--- src/design/ecc_lite_pkg.sv ---
/* ECC-lite shared definitions
   Widths, moduli, host command codes, operand slots and micro-op codes */

package ecc_lite_pkg;

    // ------------------------------------------------------------------------
    // Datapath widths
    // ------------------------------------------------------------------------

    // Operand word
    localparam int REG_SIZE   = 16;
    // Secret scalar, one bit consumed per loop iteration
    localparam int KEY_BITS   = 8;
    // Four operand slots
    localparam int ADDR_WIDTH = 2;

    // Two odd moduli, field-like and group-like
    localparam logic [REG_SIZE-1:0] P_MOD = 16'hFFF1;
    localparam logic [REG_SIZE-1:0] Q_MOD = 16'h7FE3;

    // ------------------------------------------------------------------------
    // Host command word: bits 1:0 operation, bit 2 modulus select
    // ------------------------------------------------------------------------

    localparam logic [1:0] CMD_NOP   = 2'd0;
    localparam logic [1:0] CMD_SCALE = 2'd1;
    localparam logic [1:0] CMD_EXP   = 2'd2;
    localparam int         CMD_MODQ_BIT = 2;

    // Accumulator and base slots, slots 2 and 3 are free for the host
    localparam logic [ADDR_WIDTH-1:0] R0_ADDR = 2'd0;
    localparam logic [ADDR_WIDTH-1:0] R1_ADDR = 2'd1;

    // ------------------------------------------------------------------------
    // Micro-ops
    // ------------------------------------------------------------------------

    typedef enum logic {
        UOP_ADD = 1'b0,
        UOP_MUL = 1'b1
    } uop_e;

    // Bit-serial multiplier: one load cycle plus one step per operand bit
    localparam int MUL_CYCLES = REG_SIZE + 1;
    localparam int MUL_CNT_W  = $clog2(MUL_CYCLES);
    localparam int KEY_CNT_W  = $clog2(KEY_BITS);

endpackage
--- src/design/pm_instr_if.sv ---
/* Micro-op channel between the loop controller, operand memory and FAU
   One valid pulse per micro-op, one done pulse back when the result is written */

`timescale 1ns/1ps

interface pm_instr_if;
    import ecc_lite_pkg::*;

    // Issue side
    logic                  valid;
    uop_e                  opcode;
    logic                  mod_q_sel;
    logic [ADDR_WIDTH-1:0] opa_addr;
    logic [ADDR_WIDTH-1:0] opb_addr;
    // Result always lands on port A
    logic [ADDR_WIDTH-1:0] we_addr;
    // Completion pulse from the FAU
    logic                  done;

    modport ctrl (output valid, opcode, mod_q_sel, opa_addr, opb_addr, we_addr,
                  input  done);

    modport mem  (input opa_addr, opb_addr, we_addr);

    modport fau  (input valid, opcode, mod_q_sel, output done);

endinterface

--- src/design/ecc_arith_unit.sv ---
/* ECC-lite arithmetic unit top level
   Host data port, secret key shifter, operand memory, loop controller and FAU */

`timescale 1ns/1ps

module ecc_arith_unit (
    input  logic                                clk,
    input  logic                                reset_n,
    input  logic                                zeroize_i,
    input  logic [2:0]                          ecc_cmd_i,
    input  logic [ecc_lite_pkg::ADDR_WIDTH-1:0] addr_i,
    input  logic                                wr_op_sel_i,
    input  logic                                wr_en_i,
    input  logic                                rd_reg_i,
    input  logic [ecc_lite_pkg::REG_SIZE-1:0]   data_i,
    output logic [ecc_lite_pkg::REG_SIZE-1:0]   data_o,
    output logic                                busy_o
);
    import ecc_lite_pkg::*;

    logic [REG_SIZE-1:0]   opa_s;
    logic [REG_SIZE-1:0]   opb_s;
    logic [REG_SIZE-1:0]   res_s;
    logic                  res_we_s;
    logic                  busy_s;
    logic                  req_digit;
    logic [KEY_BITS-1:0]   key_r;
    logic [REG_SIZE-1:0]   reg_dinb_r;
    logic [ADDR_WIDTH-1:0] reg_addr_r;
    logic                  reg_web_r;
    logic [ADDR_WIDTH-1:0] addra_mux;
    logic [ADDR_WIDTH-1:0] addrb_mux;
    logic                  web_mux;
    logic [REG_SIZE-1:0]   d_o;

    pm_instr_if uop_if ();

    ecc_pm_ctrl u_ctrl (
        .clk         (clk),
        .reset_n     (reset_n),
        .zeroize_i   (zeroize_i),
        .cmd_i       (ecc_cmd_i),
        .digit_i     (key_r[KEY_BITS-1]),
        .req_digit_o (req_digit),
        .busy_o      (busy_s),
        .uop         (uop_if.ctrl)
    );

    // Port A belongs to the FAU, port B is shared with the host
    ecc_operand_ram u_ram (
        .clk       (clk),
        .reset_n   (reset_n),
        .zeroize_i (zeroize_i),
        .wea_i     (res_we_s),
        .addra_i   (addra_mux),
        .dina_i    (res_s),
        .douta_o   (opa_s),
        .web_i     (web_mux),
        .addrb_i   (addrb_mux),
        .dinb_i    (reg_dinb_r),
        .doutb_o   (opb_s)
    );

    ecc_fau u_fau (
        .clk       (clk),
        .reset_n   (reset_n),
        .zeroize_i (zeroize_i),
        .uop       (uop_if.fau),
        .opa_i     (opa_s),
        .opb_i     (opb_s),
        .res_o     (res_s),
        .res_we_o  (res_we_s)
    );

    // ------------------------------------------------------------------------
    // Host registers and key shifter
    // ------------------------------------------------------------------------

    always_ff @(posedge clk or negedge reset_n) begin
        if (!reset_n) begin
            key_r      <= '0;
            reg_addr_r <= '0;
            reg_web_r  <= 1'b0;
            d_o        <= '0;
        end else if (zeroize_i) begin
            key_r      <= '0;
            reg_addr_r <= '0;
            reg_web_r  <= 1'b0;
            d_o        <= '0;
        end else begin
            // Key load wins over a shift request
            if (wr_en_i && wr_op_sel_i)
                key_r <= data_i[KEY_BITS-1:0];
            else if (req_digit)
                key_r <= {key_r[KEY_BITS-2:0], 1'b0};
            reg_addr_r <= addr_i;
            reg_web_r  <= wr_en_i && !wr_op_sel_i;
            // Read data only while the host asks for it
            d_o <= rd_reg_i ? opb_s : '0;
        end
    end

    always_ff @(posedge clk) begin
        if (wr_en_i && !wr_op_sel_i)
            reg_dinb_r <= data_i;
    end

    // Result write-back shares port A with the operand read
    assign addra_mux = res_we_s ? uop_if.we_addr : uop_if.opa_addr;
    // Controller owns port B while busy, host writes are dropped
    assign addrb_mux = busy_s ? uop_if.opb_addr : reg_addr_r;
    assign web_mux   = busy_s ? 1'b0 : reg_web_r;

    assign busy_o = busy_s;
    assign data_o = d_o;

endmodule

--- src/design/ecc_fau.sv ---
/* Field arithmetic unit
   Modular add in one pass, modular multiply by MSB-first interleaving */

`timescale 1ns/1ps

module ecc_fau (
    input  logic                              clk,
    input  logic                              reset_n,
    input  logic                              zeroize_i,
    pm_instr_if.fau                           uop,
    input  logic [ecc_lite_pkg::REG_SIZE-1:0] opa_i,
    input  logic [ecc_lite_pkg::REG_SIZE-1:0] opb_i,
    output logic [ecc_lite_pkg::REG_SIZE-1:0] res_o,
    output logic                              res_we_o
);
    import ecc_lite_pkg::*;

    logic                 valid_r;
    logic                 run;
    logic                 is_mul;
    logic                 mod_q_r;
    logic                 done_r;
    logic [MUL_CNT_W-1:0] cnt;
    logic [REG_SIZE-1:0]  mod_s;
    logic [REG_SIZE-1:0]  a_r;
    logic [REG_SIZE-1:0]  b_r;
    logic [REG_SIZE-1:0]  acc;
    logic [REG_SIZE-1:0]  res_r;
    logic [REG_SIZE-1:0]  add_res;
    logic [REG_SIZE-1:0]  dbl_s;
    logic [REG_SIZE-1:0]  step_s;

    // Sum of two residues, one conditional subtract
    function automatic logic [REG_SIZE-1:0] mod_add(input logic [REG_SIZE-1:0] x,
                                                    input logic [REG_SIZE-1:0] y,
                                                    input logic [REG_SIZE-1:0] m);
        logic [REG_SIZE:0] s;
        s = {1'b0, x} + {1'b0, y};
        if (s >= {1'b0, m})
            s = s - {1'b0, m};
        return s[REG_SIZE-1:0];
    endfunction

    assign mod_s   = mod_q_r ? Q_MOD : P_MOD;
    assign add_res = mod_add(a_r, b_r, mod_s);
    // One multiplier step: acc = 2*acc (+ a when the current b bit is set)
    assign dbl_s   = mod_add(acc, acc, mod_s);
    assign step_s  = b_r[REG_SIZE-1] ? mod_add(dbl_s, a_r, mod_s) : dbl_s;

    // ------------------------------------------------------------------------
    // Control: operands valid one cycle after the micro-op pulse
    // ------------------------------------------------------------------------

    always_ff @(posedge clk or negedge reset_n) begin
        if (!reset_n) begin
            valid_r <= 1'b0;
            run     <= 1'b0;
            is_mul  <= 1'b0;
            mod_q_r <= 1'b0;
            cnt     <= '0;
            done_r  <= 1'b0;
        end else if (zeroize_i) begin
            valid_r <= 1'b0;
            run     <= 1'b0;
            is_mul  <= 1'b0;
            mod_q_r <= 1'b0;
            cnt     <= '0;
            done_r  <= 1'b0;
        end else begin
            valid_r <= uop.valid;
            done_r  <= 1'b0;
            if (valid_r) begin
                run     <= 1'b1;
                is_mul  <= (uop.opcode == UOP_MUL);
                mod_q_r <= uop.mod_q_sel;
                // Add finishes right away, multiply walks every bit of b
                cnt     <= (uop.opcode == UOP_MUL) ? MUL_CNT_W'(MUL_CYCLES - 1) : '0;
            end else if (run) begin
                if (cnt != '0) begin
                    cnt <= cnt - 1'b1;
                end else begin
                    run    <= 1'b0;
                    done_r <= 1'b1;
                end
            end
        end
    end

    // Datapath registers
    always_ff @(posedge clk) begin
        if (valid_r) begin
            a_r <= opa_i;
            b_r <= opb_i;
            acc <= '0;
        end else if (run) begin
            if (cnt != '0) begin
                acc <= step_s;
                b_r <= {b_r[REG_SIZE-2:0], 1'b0};
            end else begin
                res_r <= is_mul ? acc : add_res;
            end
        end
    end

    assign uop.done = done_r;
    assign res_o    = res_r;
    assign res_we_o = done_r;

endmodule

--- src/design/ecc_operand_ram.sv ---
/* Operand memory, four words with two synchronous read-write ports
   Port A takes priority when both ports write the same slot */

`timescale 1ns/1ps

module ecc_operand_ram (
    input  logic                                clk,
    input  logic                                reset_n,
    input  logic                                zeroize_i,
    input  logic                                wea_i,
    input  logic [ecc_lite_pkg::ADDR_WIDTH-1:0] addra_i,
    input  logic [ecc_lite_pkg::REG_SIZE-1:0]   dina_i,
    output logic [ecc_lite_pkg::REG_SIZE-1:0]   douta_o,
    input  logic                                web_i,
    input  logic [ecc_lite_pkg::ADDR_WIDTH-1:0] addrb_i,
    input  logic [ecc_lite_pkg::REG_SIZE-1:0]   dinb_i,
    output logic [ecc_lite_pkg::REG_SIZE-1:0]   doutb_o
);
    import ecc_lite_pkg::*;

    logic [REG_SIZE-1:0] mem [2**ADDR_WIDTH];

    always_ff @(posedge clk or negedge reset_n) begin
        if (!reset_n) begin
            for (int i = 0; i < 2**ADDR_WIDTH; i++)
                mem[i] <= '0;
            douta_o <= '0;
            doutb_o <= '0;
        end else if (zeroize_i) begin
            // Whole array wiped in a single cycle
            for (int i = 0; i < 2**ADDR_WIDTH; i++)
                mem[i] <= '0;
            douta_o <= '0;
            doutb_o <= '0;
        end else begin
            // Read-first on both ports
            douta_o <= mem[addra_i];
            doutb_o <= mem[addrb_i];
            if (web_i)
                mem[addrb_i] <= dinb_i;
            if (wea_i)
                mem[addra_i] <= dina_i;
        end
    end

endmodule

--- src/design/ecc_pm_ctrl.sv ---
/* Key-driven loop controller
   Runs double-and-add or square-and-multiply over the scalar, MSB first */

`timescale 1ns/1ps

module ecc_pm_ctrl (
    input  logic       clk,
    input  logic       reset_n,
    input  logic       zeroize_i,
    input  logic [2:0] cmd_i,
    input  logic       digit_i,
    output logic       req_digit_o,
    output logic       busy_o,
    pm_instr_if.ctrl   uop
);
    import ecc_lite_pkg::*;

    logic [1:0]           cmd_op;
    logic                 cmd_ok;
    logic                 busy_r;
    // Low while waiting on the doubling, high while waiting on the add step
    logic                 in_step;
    logic                 op_exp_r;
    logic                 mod_q_r;
    logic [KEY_CNT_W-1:0] bit_cnt;
    logic [ADDR_WIDTH-1:0] opb_addr_r;
    logic                 dbl_done;
    logic                 step_done;
    logic                 last_bit;
    logic                 issue_dbl;
    logic                 issue_step;
    logic                 finish;

    // ------------------------------------------------------------------------
    // Command decode and loop sequencing
    // ------------------------------------------------------------------------

    assign cmd_op = cmd_i[1:0];

    always_comb begin
        // Commands only count while idle
        case (cmd_op)
            CMD_SCALE: cmd_ok = !busy_r;
            CMD_EXP:   cmd_ok = !busy_r;
            CMD_NOP:   cmd_ok = 1'b0;
            default:   cmd_ok = 1'b0;
        endcase
    end

    assign dbl_done  = busy_r && !in_step && uop.done;
    assign step_done = busy_r && in_step && uop.done;
    assign last_bit  = (bit_cnt == '0);

    // Next doubling: fresh command, zero digit, or after the add step
    assign issue_dbl  = cmd_ok
                      || (dbl_done && !digit_i && !last_bit)
                      || (step_done && !last_bit);
    // Key bit is sampled on the doubling's done edge
    assign issue_step = dbl_done && digit_i;
    assign finish     = (dbl_done && !digit_i && last_bit) || (step_done && last_bit);

    // Key register shifts on the same edge the digit is sampled
    assign req_digit_o = dbl_done;

    always_ff @(posedge clk or negedge reset_n) begin
        if (!reset_n) begin
            busy_r     <= 1'b0;
            in_step    <= 1'b0;
            op_exp_r   <= 1'b0;
            mod_q_r    <= 1'b0;
            bit_cnt    <= '0;
            opb_addr_r <= R0_ADDR;
            uop.valid  <= 1'b0;
        end else if (zeroize_i) begin
            busy_r     <= 1'b0;
            in_step    <= 1'b0;
            op_exp_r   <= 1'b0;
            mod_q_r    <= 1'b0;
            bit_cnt    <= '0;
            opb_addr_r <= R0_ADDR;
            uop.valid  <= 1'b0;
        end else begin
            uop.valid <= issue_dbl || issue_step;

            if (cmd_ok) begin
                busy_r   <= 1'b1;
                op_exp_r <= (cmd_op == CMD_EXP);
                mod_q_r  <= cmd_i[CMD_MODQ_BIT];
                // Start at the scalar MSB
                bit_cnt  <= KEY_CNT_W'(KEY_BITS - 1);
            end else if (issue_dbl) begin
                bit_cnt <= bit_cnt - 1'b1;
            end

            if (finish)
                busy_r <= 1'b0;

            // Doubling uses R0 twice, the step pulls in R1
            if (issue_dbl) begin
                in_step    <= 1'b0;
                opb_addr_r <= R0_ADDR;
            end else if (issue_step) begin
                in_step    <= 1'b1;
                opb_addr_r <= R1_ADDR;
            end
        end
    end

    // Scale ends with R0 = 2^8*R0 + k*R1, exponentiate with R0 = R0^256 * R1^k
    assign uop.opcode    = op_exp_r ? UOP_MUL : UOP_ADD;
    assign uop.mod_q_sel = mod_q_r;
    assign uop.opa_addr  = R0_ADDR;
    assign uop.opb_addr  = opb_addr_r;
    assign uop.we_addr   = R0_ADDR;
    assign busy_o        = busy_r;

endmodule

--- config.mk ---
export PLATFORM = sky130hd
export DESIGN_NAME = ecc_arith_unit
export DESIGN_NICKNAME = d
export VERILOG_FILES = /design/src/design/ecc_lite_pkg.sv /design/src/design/pm_instr_if.sv /design/src/design/ecc_arith_unit.sv /design/src/design/ecc_fau.sv /design/src/design/ecc_operand_ram.sv /design/src/design/ecc_pm_ctrl.sv
export SDC_FILE = /design/constraint.sdc
export NUM_CORES = 1
export LEC_CHECK = 0
export ABC_AREA = 1
export BUFFER_PORTS_ARGS = -buffer_cell sky130_fd_sc_hd__buf_2
export CAP_MARGIN = 30
export CORE_ASPECT_RATIO = 1.2
export CORE_MARGIN = 4
export CORE_UTILIZATION = 54
export CTS_CLUSTER_SIZE = 25
export DETAILED_ROUTE_END_ITERATION = 7
export PLACE_DENSITY_LB_ADDON = 0.08
export REMOVE_ABC_BUFFERS = 1
export SLEW_MARGIN = 20
export SYNTH_ARGS = -nofsm -noshare
export SYNTH_HDL_FRONTEND = slang
export SYNTH_SLANG_ARGS = --single-unit
export TNS_END_PERCENT = 20
--- constraint.sdc ---
create_clock -name clk -period 6.35 [get_ports clk]
set_input_delay 0.635 -clock clk [delete_from_list [all_inputs] [get_ports clk]]
set_output_delay 0.635 -clock clk [all_outputs]
set_load 0.03 [all_outputs]
Yosys cells after proc, flatten, opt, wreduce, memory -nomap -nowiden --
Cells that the tools add are included.
Cells by class: reduce and logical (&&, ||, !) cells 40, add/sub/neg operators 8, bitwise operators 3, order comparisons 5, eq/ne operators 2, multiplexer cells 66
Operator list (count):
- $mux W16 | 16
- $mux W64 | 3
- $bwmux W64 | 1
- $add A16 B16 Y17 | 3
- $ge A17 B16 Y1 | 3
- $sub A16 B16 Y16 | 3
- $bmux W16 S2 | 1
- $demux W16 S2 | 1
- $mux W1 | 28
- $mux W5 | 5
- $mux W8 | 3
- $reduce_bool A3 Y1 | 7
- $logic_and A1 B1 Y1 | 13
- $mux W2 | 5
- $mux W3 | 3
- $reduce_bool A2 Y1 | 4
- $reduce_and A2 Y1 | 3
- $logic_not A1 Y1 | 5
- $reduce_bool A5 Y1 | 1
- $sub A5 B1 Y5 const B | 1
- $logic_or A1 B1 Y1 | 4
- $ge A3 B3 Y1 const B | 1
- $logic_not A3 Y1 | 1
- $lt A3 B1 Y1 const B | 1
- 7 further kinds | 8
Word-level totals: bits of input ports 27, flip-flop bits (word level) 223

Longest topological paths before layout --
word-level depth 10, gate-level depth with buffers 41, mapped depth without buffers 40

Modules after synthesis --
Synthesis repeated with hierarchy kept, for this count alone.
Second synthesis, totals: cells, all modules 2175, area total of the unflattened synthesis 14869.3 sq um
Modules (own cells, without submodules):
- ecc_fau | times used 1, sequential area each 2011.9 sq um, area an instance 6989.2 sq um, cells each 1102
- ecc_operand_ram | times used 1, sequential area each 2402.3 sq um, area an instance 5716.7 sq um, cells each 860
- ecc_arith_unit | times used 1, sequential area each 1156.1 sq um, area an instance 1631.6 sq um, cells each 146
- ecc_pm_ctrl | times used 1, sequential area each 200.2 sq um, area an instance 531.8 sq um, cells each 67

Least setup slack after synthesis --
No wires, ideal clock.
path kind reg2reg, start point register u_fau.mod_q_r, end point register u_fau.acc[15], period minus slack after synthesis 4705 ps, cell stages (with the launch flop) 41, data required time 6231 ps, arrival time 4586 ps, slack 1645 ps, buffers on the path 1, cells stage by stage dfrtp_1 > inv_1 > ha_1 > inv_1 > ha_1 > nand2_1 > a21oi_1 > inv_1 > nand4_1 > nand3_2 > nand2_1 > nor2_1 > nand2_1 > o21a_1 > nor2_1 > inv_1 > ha_1 > nand2_1 > [... 5 more ...] > nand2_1 > nand2_1 > nand2_1 > nand2_1 > xor2_1 > inv_1 > ha_1 > and3_1 > nand4_1 > nor2_1 > nand3_1 > nor2_2 > nand2_2 > nand3_4 > buf_12 > nand2_1 > nand3_1 > a21oi_1
On the way: longest elaborated chain between the ends 7
Ends and longest elaborated chain:
- start: declaration | line ecc_fau.sv:21 | logic mod_q_r;
- start signal: assignment | line ecc_fau.sv:75 | mod_q_r <= uop.mod_q_sel;
- $mux W16 (*) | line ecc_fau.sv:44 | assign mod_s = mod_q_r ? Q_MOD : P_MOD;
- $sub A16 B16 Y16 or $ge A17 B16 Y1 (tied branches) | line ecc_fau.sv:40, ecc_fau.sv:39
- $mux W16 | line ecc_fau.sv:39 | if (s >= {1'b0, m})
- $add A16 B16 Y17 | line ecc_fau.sv:38 | s = {1'b0, x} + {1'b0, y};
- $sub A16 B16 Y16 or $ge A17 B16 Y1 (tied branches) | line ecc_fau.sv:40, ecc_fau.sv:39
- $mux W16 | line ecc_fau.sv:39
- $mux W16 (*) | line ecc_fau.sv:48 | assign step_s = b_r[REG_SIZE-1] ? mod_add(dbl_s, a_r, mod_s) : dbl_s;
- end signal: assignment | line ecc_fau.sv:97 | acc <= step_s;
- end: declaration | line ecc_fau.sv:27 | logic [REG_SIZE-1:0] acc;
Every way passes the cells marked *; elsewhere a longest branch is shown, timed or not. A chain may end at the register's enable or synchronous reset.

Worst setup path in the final report --
start point register u_fau.mod_q_r, end point register u_fau.acc[8]
Same word-level chain as after synthesis.

==> out/metrics.yaml <==
status:
  status: "completed"
die:
  io_pins: 44
  die_w_um: 148.6
  core.rowCount: 61
  dieArea_mm2: 0.02627
  coreArea_mm2: 0.02328
  die_h_um: 176.8
  initial_core_util_pct: 55.05
logic_synthesis:
  ys_types: 52
  ys.flop_type: "dfrtp_1"
  seq_area_frac_synth_pct: 45.03
  synth_warnings: 0
  syn_area_per_cell_um2: 7.994
  synthCells: 1603
  async_flop_share_pct: 63.80
  synth-edff-count: 64
  syn-cell-area_mm2: 0.01281
  ys_ff_latch: 221
cts:
  clkTransAtPathRegs_ps: 60
  cts_buffers: 21
  hold_buffers: 0
  cts_buffer_depth: 3
  tritoncts: "done"
  post_cts_resized: 0
  clock_sinks: 221
  cts_root_buf: "clkbuf_16"
  htreeDepth: 1
  clock_latency_ps: 490
  post-cts-setup-buffers: 0
hold_path:
  holdCritPathClass: "primary input to asynchronous set/reset pin"
setup_path:
  crit_top_cell: "nand2_1"
  cp_top_family: "simple AND/OR/NAND/NOR gates"
  crit_fanout: 16
  critPathSlowestCell: "dfrtp_1"
  crit_path_start_kind: "flop"
  cp.required_ps: 6780
  arrival_ps: 6010
  cpPeakStageDelay_ps: 510
  cp_num_buf_inv: 6
  crit_path_end_kind: "flop"
  path_class: "flop to flop"
global_route:
  grtUsageTotal_pct: 26.02
  grt_max_degree: 80
  grt_pass1_vias: 10240
  grt_pass1_wl_um: 54880
  antenna_found_initial: 0
  overflow: 0
timing:
  rsz0062_at_grt: "no"
  worst_pin_slew_ps: 1018
  finalHoldViolCount: 0
  drv_slew: 0
  fin_crit_sh_pct: 88.00
  setup_ws_ps: 761.7
  skew_ps: 6.135
  fmax_mhz: 178.9
  final.min_clock_period_ps: 5588
  setup_viol: 0
  relSlewSlack_pct: 32.15
  finalSetupTns_ps: 0
routing:
  wl_per_cell_um: 17.27
  drtIter0Drc: 990
  dr.pass1.iters: 5
  routed_wl_um: 33840
  drtAntennaViolNets: 0
  drc: 0
  vias_per_cell: 5.520
  dr_total_vias: 10810
layout:
  fin_util_pct: 59.96
  nets: 1710
  final_common_cell: "nand2_1"
  fillers: 2176
  layout-drive-gt1-share_pct: 10.22
  multi_input_area_mm2: 0.005998
  finalNonFillerCells: 1959
  regArea_mm2: 0.005771
  mostFrequentLayoutCells: "408 x nand2_1, 199 x inv_1, 141 x dfrtp_1"
  diodes: 0
  area_growth_pct: 8.914
placement:
  place_congestion: 0.9347
  place_ws_ps: 857.9
  place_hpwl_um: 25390
  io_buffers: 43
  placed_cells: 1918
pwr:
  pwr-share-comb_pct: 35.6
  vdd_drop_max_mv: 0.2539
  p_leak_nw: 6.766
  power.total_mw: 4.349
  switching_share_pct: 38.04
  switchingPower_mw: 1.654
  p_clk_share_pct: 26.2
  p_seq_share_pct: 38.3
  powerDensity_mw_per_mm2: 311.6
  internal_power_mw: 2.694
job:
  maxCapViolations: 0
-- final timing paths --
kind	start	to	slack (ps)	cells after the start
hold / removal	reset_n	u_ram.mem[12]	180	1
setup / recovery	u_fau.mod_q_r	u_fau.acc[8]	760	40
min in group clk	data_i[11]	reg_dinb_r[11]	320	1
setup reg to reg	u_fau.mod_q_r	u_fau.acc[8]	760	40
max in group asynchronous	reset_n	u_ctrl.uop.mod_q_sel	4880	2
hold reg to reg	u_ram.douta_o[5]	u_fau.a_r[5]	420	0
-- kinds of logic (layout without fill, tap and decap cells) --
group	count (synthesis)	in the layout	synth area share (%)
adder cells (fa/ha/maj)	53	53	5.409
XOR/XNOR	34	34	2.382
buffers and inverters	266	307	8.221
flip-flops	221	221	45.03
AO/OA/AOI/OAI	236	236	10.89
AND/OR/NAND/NOR	793	793	28.07
-- sequential cells by signal (all words and copies together), names as in the netlist, 2 cells and up --
register	count
u_ram.mem	64
data_o	16
reg_dinb_r	16
u_fau.a_r	16
u_fau.acc	16
u_fau.b_r	16
u_fau.res_o	16
u_ram.douta_o	16
u_ram.doutb_o	16
key_r	8
u_fau.cnt	5
u_ctrl.bit_cnt	3
reg_addr_r	2
-- through the flow --
| step | hold slack (ps) | area (um^2) |
|---|---|---|
| floorplan | 339.4 | 12550 |
| global placement | 400.9 | 13260 |
| detailed placement | 404.2 | 13270 |
| CTS | 208.7 | 13880 |
| global route | 225.5 | 13960 |
| finish | 179.8 | 13960 |
-- cell type report --
class	count	area share [%]
inverters	211	5.675
repair buffers	59	2.806
well taps	315	2.824
clock inverters	10	0.3765
multi-input cells	1116	42.98
clock buffers	27	3.998
flip-flops and latches	221	41.34
-- Yosys cell counts, types with 4 or more instances --
library cell    n  area, um^2
nand3_1       140       700.7
inv_2           8       30.03
clkinv_1        4       15.01
o22ai_1         8       50.05
dfxtp_1        16       320.3
nand3_4         5       87.58
a21oi_1        57       285.3
nand3b_1        4       30.03
buf_2           4       20.02
o21a_1          4       30.03
o32ai_1        18       157.7
nor2_1        127       476.7
fa_1            4       80.08
nand2_1       408        1531
clkbuf_1       40       150.1
nand4_1        32       200.2
a31oi_1        17       106.4
ha_1           49       613.1
inv_1         199       747.0
o21ai_0       104       520.5
buf_1           5       18.77
buf_6           4       45.04
xor2_1         30       262.8
nor2_4          5       56.30
dfrtp_1       141        3528
nand3_2         8       80.08
edfxtp_1       64        1922
a22oi_1        16       120.1
nor3_1         14       70.07
nand2_2        30       187.7
nor2_2          6       37.54
-- routing by layer --
metal  wire (um)  global-route usage, %
met5           0                      0
met2       16420                  43.79
met4         889                  7.085
met3        1759                  2.357
met1       14770                  36.39
-- power groups by stage --
stage | Clock [mW] | Combinational (mW) | Sequential, mW
CTS | 1.16 | 1.53 | 1.66
floorplan | 0 | 1.14 | 1.65
global placement | 0 | 1.51 | 1.69
finish | 1.14 | 1.55 | 1.66
global route | 1.23 | 1.74 | 1.67
detailed placement | 0 | 1.52 | 1.69
-- worst register-to-register path, delay by kind of cell (launching register included) --
family	cells	cell delay [ps]
AO/OA/AOI/OAI	4	560
AND/OR/NAND/NOR	25	2570
adder cells (fa/ha/maj)	4	1040
flip-flops	1	510
XOR/XNOR	1	220
buffers and inverters	6	600
Power figures use the tool's default switching activity.
